===== src/logic/camera_pkg.sv =====
// camera_pkg
// video-side types for the OV7670 capture path: sensor bytes, RGB565
// green field and the capture FSM state encoding
package camera_pkg;

    typedef logic [7:0] pixel_byte_t;  // one sensor byte

    // RGB565 arrives as two bytes: RRRRRGGG then GGGBBBBB
    localparam int GREEN_WIDTH     = 6;
    localparam int GREEN_HIGH_BITS = 3;  // green bits carried by the first byte

    typedef logic [GREEN_WIDTH-1:0] green_t;

    function automatic green_t extract_green(input pixel_byte_t first_byte,
                                             input pixel_byte_t second_byte);
        return {first_byte[GREEN_HIGH_BITS-1:0],
                second_byte[7 -: (GREEN_WIDTH - GREEN_HIGH_BITS)]};
    endfunction

    typedef enum logic [3:0] {
        st_idle                 = 4'd0,
        st_wait_frame           = 4'd1,
        st_wait_line            = 4'd2,
        st_wait_first_byte      = 4'd3,
        st_wait_second_byte     = 4'd4,
        st_store_pixel          = 4'd5,
        st_next_pixel           = 4'd6,
        st_next_quadrant_column = 4'd7,
        st_line_done            = 4'd8,
        st_report               = 4'd9
    } capture_state_t;

endpackage


===== src/logic/quadrant_stats_pkg.sv =====
// quadrant_stats_pkg
// result-side types: per-quadrant sum format and index sizing
package quadrant_stats_pkg;

    localparam int SUM_WIDTH = 16;

    typedef logic [SUM_WIDTH-1:0] quad_sum_t;  // unsigned, saturating

    localparam quad_sum_t SUM_MAX = '1;

    // bits needed to index count items, never less than one
    function automatic int quad_index_width(input int count);
        int width;
        width = 1;
        if (count > 1) begin
            width = $clog2(count);
        end
        return width;
    endfunction

endpackage


===== src/logic/capture_count_if.sv =====
// capture_count_if
// counter commands from the capture FSM and position flags back from
// the position counters, with a read-only view for the accumulator
`timescale 1ns/1ps

interface capture_count_if
    import quadrant_stats_pkg::*;
#(
    parameter int NUM_QUADS = 4
) ();

    localparam int INDEX_WIDTH = quad_index_width(NUM_QUADS);

    logic                   clear_frame;        // all counters back to zero
    logic                   clear_line;         // column counters back to zero
    logic                   step_pixel;
    logic                   step_line;
    logic                   last_pixel_in_quad;
    logic                   last_line_in_quad;
    logic [INDEX_WIDTH-1:0] quad_index;         // quadrant of the current pixel

    modport control (
        output clear_frame, clear_line, step_pixel, step_line,
        input  last_pixel_in_quad
    );

    modport counters (
        input  clear_frame, clear_line, step_pixel, step_line,
        output last_pixel_in_quad, last_line_in_quad, quad_index
    );

    modport reader (
        input quad_index, clear_frame
    );

endinterface


===== src/logic/capture_control.sv =====
// capture_control
// FSM following the OV7670 frame, line and byte timing; drives the
// position counters, the accumulator and the start of the report
`timescale 1ns/1ps

module capture_control
    import camera_pkg::*;
(
    input  logic            clock,
    input  logic            reset,
    input  logic            start,
    input  logic            vsync,
    input  logic            href,
    input  logic            byte_valid,
    capture_count_if.control count,
    output logic            store_pixel,
    output logic            capture_first,
    output logic            report_start,
    input  logic            report_done,
    output logic            busy
);

    capture_state_t state, next_state;
    logic           vsync_q;
    logic           vsync_fall;

    // frame starts on the falling edge of vsync
    always_ff @(posedge clock or posedge reset) begin
        if (reset) begin
            vsync_q <= 1'b0;
        end else begin
            vsync_q <= vsync;
        end
    end

    assign vsync_fall = vsync_q & ~vsync;

    always_ff @(posedge clock or posedge reset) begin
        if (reset) begin
            state <= st_idle;
        end else begin
            state <= next_state;
        end
    end

    always_comb begin
        next_state = state;
        case (state)
            st_idle:                 if (start) next_state = st_wait_frame;
            st_wait_frame:           if (vsync_fall) next_state = st_wait_line;
            st_wait_line: begin
                if (vsync) begin
                    next_state = st_report;  // frame over
                end else if (href) begin
                    next_state = st_wait_first_byte;
                end
            end
            st_wait_first_byte: begin
                if (!href) begin
                    next_state = st_line_done;
                end else if (byte_valid) begin
                    next_state = st_wait_second_byte;
                end
            end
            st_wait_second_byte: begin
                if (!href) begin
                    next_state = st_line_done;
                end else if (byte_valid) begin
                    next_state = st_store_pixel;
                end
            end
            st_store_pixel: begin
                if (count.last_pixel_in_quad) begin
                    next_state = st_next_quadrant_column;
                end else begin
                    next_state = st_next_pixel;
                end
            end
            st_next_quadrant_column: next_state = st_next_pixel;
            st_next_pixel:           next_state = st_wait_first_byte;
            st_line_done:            next_state = st_wait_line;
            st_report:               if (report_done) next_state = st_idle;
            default:                 next_state = st_idle;
        endcase
    end

    always_comb begin
        count.clear_frame = (state == st_wait_frame);
        count.clear_line  = (state == st_line_done);
        count.step_line   = (state == st_line_done);
        // quadrant boundary steps in its own state, other pixels step right away
        count.step_pixel  = (state == st_next_quadrant_column) ||
                            ((state == st_store_pixel) && !count.last_pixel_in_quad);

        capture_first = (state == st_wait_first_byte) && href && byte_valid;
        store_pixel   = (state == st_wait_second_byte) && href && byte_valid;
        report_start  = (state == st_wait_line) && vsync;  // entry into report
        busy          = (state != st_idle);
    end

    // no pixel lands in a sum that is being cleared
    a_store_not_cleared: assert property (@(posedge clock) disable iff (reset)
        !(store_pixel && count.clear_frame));

    a_report_start_pulse: assert property (@(posedge clock) disable iff (reset)
        report_start |=> !report_start);

endmodule


===== src/logic/position_counters.sv =====
// position_counters
// pixel and line position inside the current quadrant, plus the
// quadrant column and row, combined into the quadrant index
`timescale 1ns/1ps

module position_counters
    import quadrant_stats_pkg::*;
#(
    parameter int IMAGE_WIDTH  = 8,
    parameter int IMAGE_HEIGHT = 4,
    parameter int QUAD_WIDTH   = 4,
    parameter int QUAD_HEIGHT  = 2
) (
    input  logic             clock,
    input  logic             reset,
    capture_count_if.counters count
);

    localparam int NUM_COLS    = IMAGE_WIDTH / QUAD_WIDTH;
    localparam int NUM_ROWS    = IMAGE_HEIGHT / QUAD_HEIGHT;
    localparam int NUM_QUADS   = NUM_COLS * NUM_ROWS;
    localparam int INDEX_WIDTH = quad_index_width(NUM_QUADS);
    localparam int PIX_W       = quad_index_width(QUAD_WIDTH);
    localparam int COL_W       = quad_index_width(NUM_COLS);
    localparam int LINE_W      = quad_index_width(QUAD_HEIGHT);
    localparam int ROW_W       = quad_index_width(NUM_ROWS);

    localparam logic [PIX_W-1:0]  LAST_PIXEL = PIX_W'(QUAD_WIDTH - 1);
    localparam logic [COL_W-1:0]  LAST_COL   = COL_W'(NUM_COLS - 1);
    localparam logic [LINE_W-1:0] LAST_LINE  = LINE_W'(QUAD_HEIGHT - 1);
    localparam logic [ROW_W-1:0]  LAST_ROW   = ROW_W'(NUM_ROWS - 1);

    logic [PIX_W-1:0]  pixel_count;  // pixel inside quadrant column
    logic [COL_W-1:0]  quad_col;
    logic [LINE_W-1:0] line_count;   // line inside quadrant row
    logic [ROW_W-1:0]  quad_row;

    // horizontal position
    always_ff @(posedge clock or posedge reset) begin
        if (reset) begin
            pixel_count <= '0;
            quad_col    <= '0;
        end else if (count.clear_frame || count.clear_line) begin
            pixel_count <= '0;
            quad_col    <= '0;
        end else if (count.step_pixel) begin
            if (count.last_pixel_in_quad) begin
                pixel_count <= '0;
                quad_col    <= (quad_col == LAST_COL) ? '0 : quad_col + 1'b1;
            end else begin
                pixel_count <= pixel_count + 1'b1;
            end
        end
    end

    // vertical position
    always_ff @(posedge clock or posedge reset) begin
        if (reset) begin
            line_count <= '0;
            quad_row   <= '0;
        end else if (count.clear_frame) begin
            line_count <= '0;
            quad_row   <= '0;
        end else if (count.step_line) begin
            if (count.last_line_in_quad) begin
                line_count <= '0;
                quad_row   <= (quad_row == LAST_ROW) ? '0 : quad_row + 1'b1;
            end else begin
                line_count <= line_count + 1'b1;
            end
        end
    end

    assign count.last_pixel_in_quad = (pixel_count == LAST_PIXEL);
    assign count.last_line_in_quad  = (line_count == LAST_LINE);
    assign count.quad_index = INDEX_WIDTH'(quad_row * NUM_COLS + quad_col);

    // once the last row is left, no pixel comes before the next frame clear
    a_row_in_range: assert property (@(posedge clock) disable iff (reset)
        (count.step_line && count.last_line_in_quad && quad_row == LAST_ROW)
        |=> (!count.step_pixel until count.clear_frame));

endmodule


===== src/logic/quadrant_accumulator.sv =====
// quadrant_accumulator
// builds the green field of each pixel and adds it into the sum of the
// quadrant it falls in; sums saturate and are read back by index
`timescale 1ns/1ps

module quadrant_accumulator
    import camera_pkg::*;
    import quadrant_stats_pkg::*;
#(
    parameter  int IMAGE_WIDTH  = 8,
    parameter  int IMAGE_HEIGHT = 4,
    parameter  int QUAD_WIDTH   = 4,
    parameter  int QUAD_HEIGHT  = 2,
    localparam int NUM_QUADS    = (IMAGE_WIDTH / QUAD_WIDTH) * (IMAGE_HEIGHT / QUAD_HEIGHT),
    localparam int INDEX_WIDTH  = quad_index_width(NUM_QUADS)
) (
    input  logic                   clock,
    input  logic                   reset,
    input  pixel_byte_t            pixel_byte,
    input  logic                   capture_first,
    input  logic                   store_pixel,
    capture_count_if.reader        count,
    input  logic [INDEX_WIDTH-1:0] read_index,
    output quad_sum_t              read_sum
);

    pixel_byte_t          first_byte;   // red and upper green
    green_t               green;
    logic [SUM_WIDTH:0]   wide_sum;     // one extra bit for overflow
    quad_sum_t            next_sum;
    quad_sum_t            sums [NUM_QUADS];

    always_ff @(posedge clock) begin
        if (capture_first) begin
            first_byte <= pixel_byte;
        end
    end

    // second byte is still on the bus while store_pixel is high
    assign green    = extract_green(first_byte, pixel_byte);
    assign wide_sum = {1'b0, sums[count.quad_index]} + (SUM_WIDTH + 1)'(green);
    assign next_sum = wide_sum[SUM_WIDTH] ? SUM_MAX : wide_sum[SUM_WIDTH-1:0];

    always_ff @(posedge clock or posedge reset) begin
        if (reset) begin
            for (int i = 0; i < NUM_QUADS; i++) begin
                sums[i] <= '0;
            end
        end else if (count.clear_frame) begin
            for (int i = 0; i < NUM_QUADS; i++) begin
                sums[i] <= '0;
            end
        end else if (store_pixel) begin
            sums[count.quad_index] <= next_sum;
        end
    end

    assign read_sum = sums[read_index];  // combinational read for the sender

endmodule


===== src/logic/result_sender.sv =====
// result_sender
// sends every quadrant sum in index order over four-phase req/ack
`timescale 1ns/1ps

module result_sender
    import quadrant_stats_pkg::*;
#(
    parameter  int NUM_QUADS   = 4,
    localparam int INDEX_WIDTH = quad_index_width(NUM_QUADS)
) (
    input  logic                   clock,
    input  logic                   reset,
    input  logic                   report_start,
    output logic                   report_done,
    output logic [INDEX_WIDTH-1:0] read_index,
    input  quad_sum_t              read_sum,
    output logic                   result_req,
    input  logic                   result_ack,
    output logic [INDEX_WIDTH-1:0] result_quadrant,
    output quad_sum_t              result_sum
);

    typedef enum logic [1:0] {
        s_idle,
        s_load,     // latch the next sum
        s_req,      // req high, waiting for ack
        s_release   // req low, waiting for ack to drop
    } sender_state_t;

    localparam logic [INDEX_WIDTH-1:0] LAST_INDEX = INDEX_WIDTH'(NUM_QUADS - 1);

    sender_state_t          state;
    logic [INDEX_WIDTH-1:0] index;

    always_ff @(posedge clock or posedge reset) begin
        if (reset) begin
            state <= s_idle;
            index <= '0;
        end else begin
            case (state)
                s_idle: begin
                    if (report_start) begin
                        index <= '0;
                        state <= s_load;
                    end
                end
                s_load:    state <= s_req;
                s_req:     if (result_ack) state <= s_release;
                s_release: begin
                    if (!result_ack) begin
                        if (index == LAST_INDEX) begin
                            state <= s_idle;
                        end else begin
                            index <= index + 1'b1;
                            state <= s_load;
                        end
                    end
                end
                default:   state <= s_idle;
            endcase
        end
    end

    // data is held from load until the next load
    always_ff @(posedge clock) begin
        if (state == s_load) begin
            result_quadrant <= index;
            result_sum      <= read_sum;
        end
    end

    assign read_index  = index;
    assign result_req  = (state == s_req);
    assign report_done = (state == s_release) && !result_ack && (index == LAST_INDEX);

    // req is held until the receiver answers
    a_req_held: assert property (@(posedge clock) disable iff (reset)
        (result_req && !result_ack) |=> result_req);

endmodule


===== src/logic/ov7670_quadrant_capture.sv =====
// ov7670_quadrant_capture
// top level: captures one OV7670 RGB565 frame per start and reports the
// green sum of each quadrant over a req/ack handshake
`timescale 1ns/1ps

module ov7670_quadrant_capture
    import camera_pkg::*;
    import quadrant_stats_pkg::*;
#(
    parameter  int IMAGE_WIDTH  = 8,
    parameter  int IMAGE_HEIGHT = 4,
    parameter  int QUAD_WIDTH   = 4,
    parameter  int QUAD_HEIGHT  = 2,
    localparam int NUM_QUADS    = (IMAGE_WIDTH / QUAD_WIDTH) * (IMAGE_HEIGHT / QUAD_HEIGHT),
    localparam int INDEX_WIDTH  = quad_index_width(NUM_QUADS)
) (
    input  logic                   clock,
    input  logic                   reset,
    input  logic                   start,
    input  logic                   vsync,
    input  logic                   href,
    input  logic                   byte_valid,
    input  pixel_byte_t            pixel_byte,
    output logic                   result_req,
    input  logic                   result_ack,
    output logic [INDEX_WIDTH-1:0] result_quadrant,
    output quad_sum_t              result_sum,
    output logic                   busy
);

    logic                   store_pixel;
    logic                   capture_first;
    logic                   report_start;
    logic                   report_done;
    logic [INDEX_WIDTH-1:0] read_index;
    quad_sum_t              read_sum;

    capture_count_if #(.NUM_QUADS(NUM_QUADS)) count_if ();

    capture_control control_i (
        .clock         (clock),
        .reset         (reset),
        .start         (start),
        .vsync         (vsync),
        .href          (href),
        .byte_valid    (byte_valid),
        .count         (count_if.control),
        .store_pixel   (store_pixel),
        .capture_first (capture_first),
        .report_start  (report_start),
        .report_done   (report_done),
        .busy          (busy)
    );

    position_counters #(
        .IMAGE_WIDTH  (IMAGE_WIDTH),
        .IMAGE_HEIGHT (IMAGE_HEIGHT),
        .QUAD_WIDTH   (QUAD_WIDTH),
        .QUAD_HEIGHT  (QUAD_HEIGHT)
    ) counters_i (
        .clock (clock),
        .reset (reset),
        .count (count_if.counters)
    );

    quadrant_accumulator #(
        .IMAGE_WIDTH  (IMAGE_WIDTH),
        .IMAGE_HEIGHT (IMAGE_HEIGHT),
        .QUAD_WIDTH   (QUAD_WIDTH),
        .QUAD_HEIGHT  (QUAD_HEIGHT)
    ) accumulator_i (
        .clock         (clock),
        .reset         (reset),
        .pixel_byte    (pixel_byte),
        .capture_first (capture_first),
        .store_pixel   (store_pixel),
        .count         (count_if.reader),
        .read_index    (read_index),
        .read_sum      (read_sum)
    );

    result_sender #(.NUM_QUADS(NUM_QUADS)) sender_i (
        .clock           (clock),
        .reset           (reset),
        .report_start    (report_start),
        .report_done     (report_done),
        .read_index      (read_index),
        .read_sum        (read_sum),
        .result_req      (result_req),
        .result_ack      (result_ack),
        .result_quadrant (result_quadrant),
        .result_sum      (result_sum)
    );

endmodule


===== config.mk =====
export PLATFORM = sky130hd
export DESIGN_NAME = ov7670_quadrant_capture
export DESIGN_NICKNAME = d
export VERILOG_FILES = /design/src/logic/camera_pkg.sv /design/src/logic/quadrant_stats_pkg.sv /design/src/logic/capture_count_if.sv /design/src/logic/capture_control.sv /design/src/logic/position_counters.sv /design/src/logic/quadrant_accumulator.sv /design/src/logic/result_sender.sv /design/src/logic/ov7670_quadrant_capture.sv
export SDC_FILE = /design/constraint.sdc
export NUM_CORES = 1
export LEC_CHECK = 0
export ABC_AREA = 1
export ABC_CLOCK_PERIOD_IN_PS = 8200
export BUFFER_PORTS_ARGS = -buffer_cell sky130_fd_sc_hd__buf_2
export CELL_PAD_IN_SITES_DETAIL_PLACEMENT = 1
export CELL_PAD_IN_SITES_GLOBAL_PLACEMENT = 1
export CORE_UTILIZATION = 30
export DETAILED_ROUTE_END_ITERATION = 8
export GPL_ROUTABILITY_DRIVEN = 0
export HOLD_SLACK_MARGIN = 0.12
export PLACE_DENSITY = 0.62
export SLEW_MARGIN = 10
export SYNTH_ARGS = -nofsm -noshare
export SYNTH_HDL_FRONTEND = slang
export SYNTH_SLANG_ARGS = --single-unit

===== constraint.sdc =====
create_clock -name clock -period 8.2 [get_ports clock]
set_clock_uncertainty 0.2 [all_clocks]
set_input_delay 1.23 -clock clock [delete_from_list [all_inputs] [get_ports clock]]
set_output_delay 1.23 -clock clock [all_outputs]
set_load 0.03 [all_outputs]

==> metrics.log <==
INFO  metric grt.total_usage = 20.1%
INFO  metric post_detail_place_hpwl = 11.8 mm
INFO  metric crit_chain = buf_4 > inv_2 > nand2_1 > o221ai_1 > ha_1 > fa_1 > nand2_1 > nand3_1 > nand3_4 > nor2_8 > nand3_4 > nand2_1 > inv_1 > o21ai_0
INFO  metric num-fill-cells = 2200
INFO  metric path_common_cell = nand2_1
INFO  metric drt_first_pass_iters = 4
INFO  metric core_region_area = approximately 18000 um^2
INFO  metric final_hold_viol_count = 0
INFO  metric worst_hold_path_type = flop to flop
INFO  metric hold_start = counters_i.pixel_count[1]$_DFFE_PP0P_
INFO  metric postSynthCellCount = between 700 and 800
INFO  metric finalWirelength = roughly 18 mm
INFO  metric routedWlPerCell = approximately 18 um
INFO  metric chipHeight = ~140 um
INFO  metric io-pin-count = 35
INFO  metric floorplan.initialDensity = approximately 31%
INFO  metric fin_tns_setup = 0 ns
INFO  metric globalRouteOverflowTotal = 0
INFO  metric crit_type = flop to flop
INFO  metric holdPathEnd = counters_i.pixel_count[1]$_DFFE_PP0P_
INFO  metric synth_cell_type_count = 39
INFO  metric irDropWorstVdd = 109 uV
INFO  metric critPathCaptureType = flop
INFO  metric final.period_utilization = 48.2%
INFO  metric number_of_placement_rows = 49
INFO  metric first_iter_violations = 320
INFO  metric first_global_vias = ~5000
INFO  metric post-cts-setup-buffers = 0
INFO  metric worst_skew_pair.late_latency = roughly 0.36 ns
INFO  metric leakage = roughly 3 nW
INFO  metric syn2layout_area_growth = 12.4%
INFO  metric clock_tree_from_tritoncts = yes
INFO  metric drv_slew = 0
INFO  metric yosysTopAreaCellShare = around 36%
INFO  metric dr_total_vias = 4910
INFO  metric run_status = finished clean
INFO  metric clock-sinks = 99
INFO  metric power.density_cell_area = 278 nW/um^2
INFO  metric finalCriticalPeriod = roughly 4.0 ns
INFO  metric setup.worst_path.start_class = flop
INFO  metric yosys.area.top_type = dfrtp_1
INFO  metric drt.antenna.violating_nets = 0
INFO  metric rr_startpoint = counters_i.quad_col$_DFFE_PP0P_
INFO  metric synth.top_cells.by_area = dfrtp_1 36%, nand2_1 19%, edfxtp_1 12%, o21ai_0 6.3%, inv_1 4.2%
INFO  metric cts.root.buffer_cell = clkbuf_16
INFO  metric ys.warnings.count = 0
INFO  metric setup_viol = 0
INFO  metric maxSlewHeadroom = about 28%
INFO  metric whs_path_depth = 2
INFO  metric final_net_count = 763
INFO  metric multi_input_area = 2520 um^2
INFO  metric mean_post_synth_cell_area = about 7.7 um^2
INFO  metric synth_seq_cells = a little under 100
INFO  metric grt_start_max_net_pins = slightly below 80
INFO  metric worstReg2RegEnd = accumulator_i.sums[54]$_DFFE_PP0P_
INFO  metric clk_slew_on_worst_s_h_paths = 0.07 ns
INFO  metric die_width = ~140 um
INFO  metric post_placement_setup_slack = 4.35 ns
INFO  metric synthesis.nets = roughly 740
INFO  metric ff2ff_setup_slack = roughly 4.2 ns
INFO  metric final_antenna_diode_count = 0
INFO  metric post-route-drc-count = 0
INFO  metric cts_resized = 0
INFO  metric wire_length_of_the_first_global_routing_pass = roughly 28 mm
INFO  metric antenna_violations_before_repair = 0
INFO  metric cts_max_level = 3
INFO  metric regArea = 2580 um^2
INFO  metric drive_gt1_share = a little under an eighth
INFO  metric critPathLaunch = counters_i.quad_col$_DFFE_PP0P_
INFO  metric worst-endpoint-required = a little over 8 ns
INFO  metric slowest_delay = around 0.48 ns
INFO  metric layoutNonFillerInstCount = approximately 970
INFO  metric final_critical_path_setup_slack = between 4 and 5 ns
INFO  metric grt_setup_unrepaired = no
INFO  metric clock_tree.buffer_depth = 2
INFO  metric cts-hold-fix-buffers = 0
INFO  metric synth.yosys.seq_area_share = 47.2%
INFO  metric syn_area = 5470 um^2
INFO  metric port_buffers = 32
INFO  metric max-cap-violations = 0
INFO  metric placed_cells_incl_taps = 953
INFO  metric cts_buffers = 9
INFO  metric worst_pin_slew = roughly 1.1 ns
INFO  metric viasPerCell = 5.07
INFO  metric achievable-frequency = approximately 0.25 GHz
INFO  metric critPathSlowestCell = inv_2
INFO  metric reg2regPathDepth = 14
INFO  metric cp_max_fo = 24
INFO  metric fp.dieArea = 18800 um^2
INFO  metric critical_path_arrival = 4.02 ns
-- through the flow --
| stage | hold slack (ns) | power, mW | area (um^2) | util (%) |
|---|---|---|---|---|
| final | 0.293 | 1.71 | 6150 | 34.3 |
| after detailed placement | 0.287 | 1.29 | 5850 | 32.7 |
| after global routing | 0.335 | 1.81 | 6150 | 34.3 |
| after global placement | 0.262 | 1.27 | 5850 | 32.7 |
| after floorplan | 0.246 | 1.05 | 5470 | - |
| after CTS | 0.302 | 1.72 | 6150 | 34.3 |
-- Yosys cell counts --
library cell,count
a31oi_1,3
o22ai_1,16
nand4_1,3
o211ai_1,3
nand3_1,20
a22oi_1,7
o21ai_2,3
buf_6,1
fa_1,1
a211oi_1,1
nand3_2,7
o21a_1,1
o31ai_1,1
buf_2,8
nand2_2,7
nand2_1,272
nor2_2,5
nor2_1,46
o21ai_0,69
nand3b_1,5
dfrtp_1,78
nor3_1,2
edfxtp_1,21
clkinv_1,4
inv_1,61
xnor2_1,4
a21oi_1,12
o221ai_1,3
nor2b_1,1
nand2_4,1
nand3_4,2
ha_1,12
nor2_8,1
inv_2,5
o21ai_1,7
xor2_1,2
or2_2,1
clkbuf_1,9
buf_4,3
-- worst max-delay path by stage --
stage | endpoint | slack [ns] | cells past startpoint
floorplan | accumulator_i.sums[0]$_DFFE_PP0P_ | 4.77 | 1
finish | accumulator_i.sums[54]$_DFFE_PP0P_ | 4.24 | 14
global placement | accumulator_i.sums[48]$_DFFE_PP0P_ | 4.45 | 17
CTS | accumulator_i.sums[32]$_DFFE_PP0P_ | 4.31 | 14
global route | accumulator_i.sums[54]$_DFFE_PP0P_ | 4.03 | 14
detailed placement | accumulator_i.sums[32]$_DFFE_PP0P_ | 4.35 | 14
-- where the power goes --
group          internal [mW]  leakage (nW)  switching [mW]
sequential             0.581          1.27          0.0363
combinational          0.146          1.65           0.513
clock                  0.239         0.144           0.195
total                  0.965          3.07           0.744
-- routing by layer --
layer | share of wire (%) | track usage (%) | wire length, um | up-vias
li1 | - | - | - | 2348
met2 | 46 | 31.8 | 8090 | 85
met1 | 48 | 27.3 | 8540 | 2448
met3 | 3.5 | 3.30 | 625 | 29
met5 | 0 | 0 | 0 | -
met4 | 2.7 | 7.69 | 472 | 0
-- placed cells by master (no fill, tap or decap), types with 4 or more instances in the layout --
| master | synthesis | layout |
|---|---|---|
| buf_4 | 3 | 5 |
| ha_1 | 12 | 12 |
| clkinv_1 | 4 | 4 |
| a21oi_1 | 12 | 12 |
| nor2_2 | 5 | 5 |
| o21ai_0 | 69 | 69 |
| clkbuf_16 | 0 | 9 |
| o21ai_1 | 7 | 7 |
| a22oi_1 | 7 | 7 |
| nand3_2 | 7 | 7 |
| o22ai_1 | 16 | 16 |
| inv_2 | 5 | 5 |
| clkbuf_8 | 0 | 4 |
| buf_2 | 8 | 32 |
| nor2_1 | 46 | 46 |
| nand3b_1 | 5 | 5 |
| xnor2_1 | 4 | 4 |
| dfrtp_1 | 78 | 78 |
| nand2_1 | 272 | 272 |
| inv_1 | 61 | 60 |
| edfxtp_1 | 21 | 21 |
| nand3_1 | 20 | 20 |
| nand2_2 | 7 | 7 |
-- sequential cells by signal, indices dropped and copies added, names as in the netlist --
signal                              cells
control_i.state                         4
accumulator_i.sums                     64
control_i.vsync_q                       1
accumulator_i.first_byte                3
sender_i.result_quadrant                2
sender_i.result_sum                    16
sender_i.read_index                     2
sender_i.state                          2
counters_i.quad_col                     1
counters_i.count.last_line_in_quad      1
counters_i.quad_row                     1
counters_i.pixel_count                  2
-- critical path: cells and delay by family (launching register included) --
kind / cells / cell delay (ns)
compound gates: 2 / 0.57
fa+ha+maj: 2 / 0.59
buf+inv: 3 / 0.80
flops: 1 / 0.37
simple gates: 7 / 1.28
-- kinds of logic after synthesis --
| group | after synthesis | synth area share (%) |
|---|---|---|
| fa+ha+maj | 13 | 3.11 |
| buf+inv | 91 | 6.77 |
| compound gates | 126 | 13.0 |
| simple gates | 373 | 29.0 |
| xor+xnor | 6 | 0.961 |
| flops | 99 | 47.2 |
-- cell type report --
type                    instances  area share, %
well taps                     229           4.66
repair buffers                 37           3.22
inverters                      70           4.29
flip-flops and latches         99           42.0
multi-input cells             518           40.9
clock inverters                 3          0.326
clock buffers                  13           4.56
(Power assumes the default switching activity.)
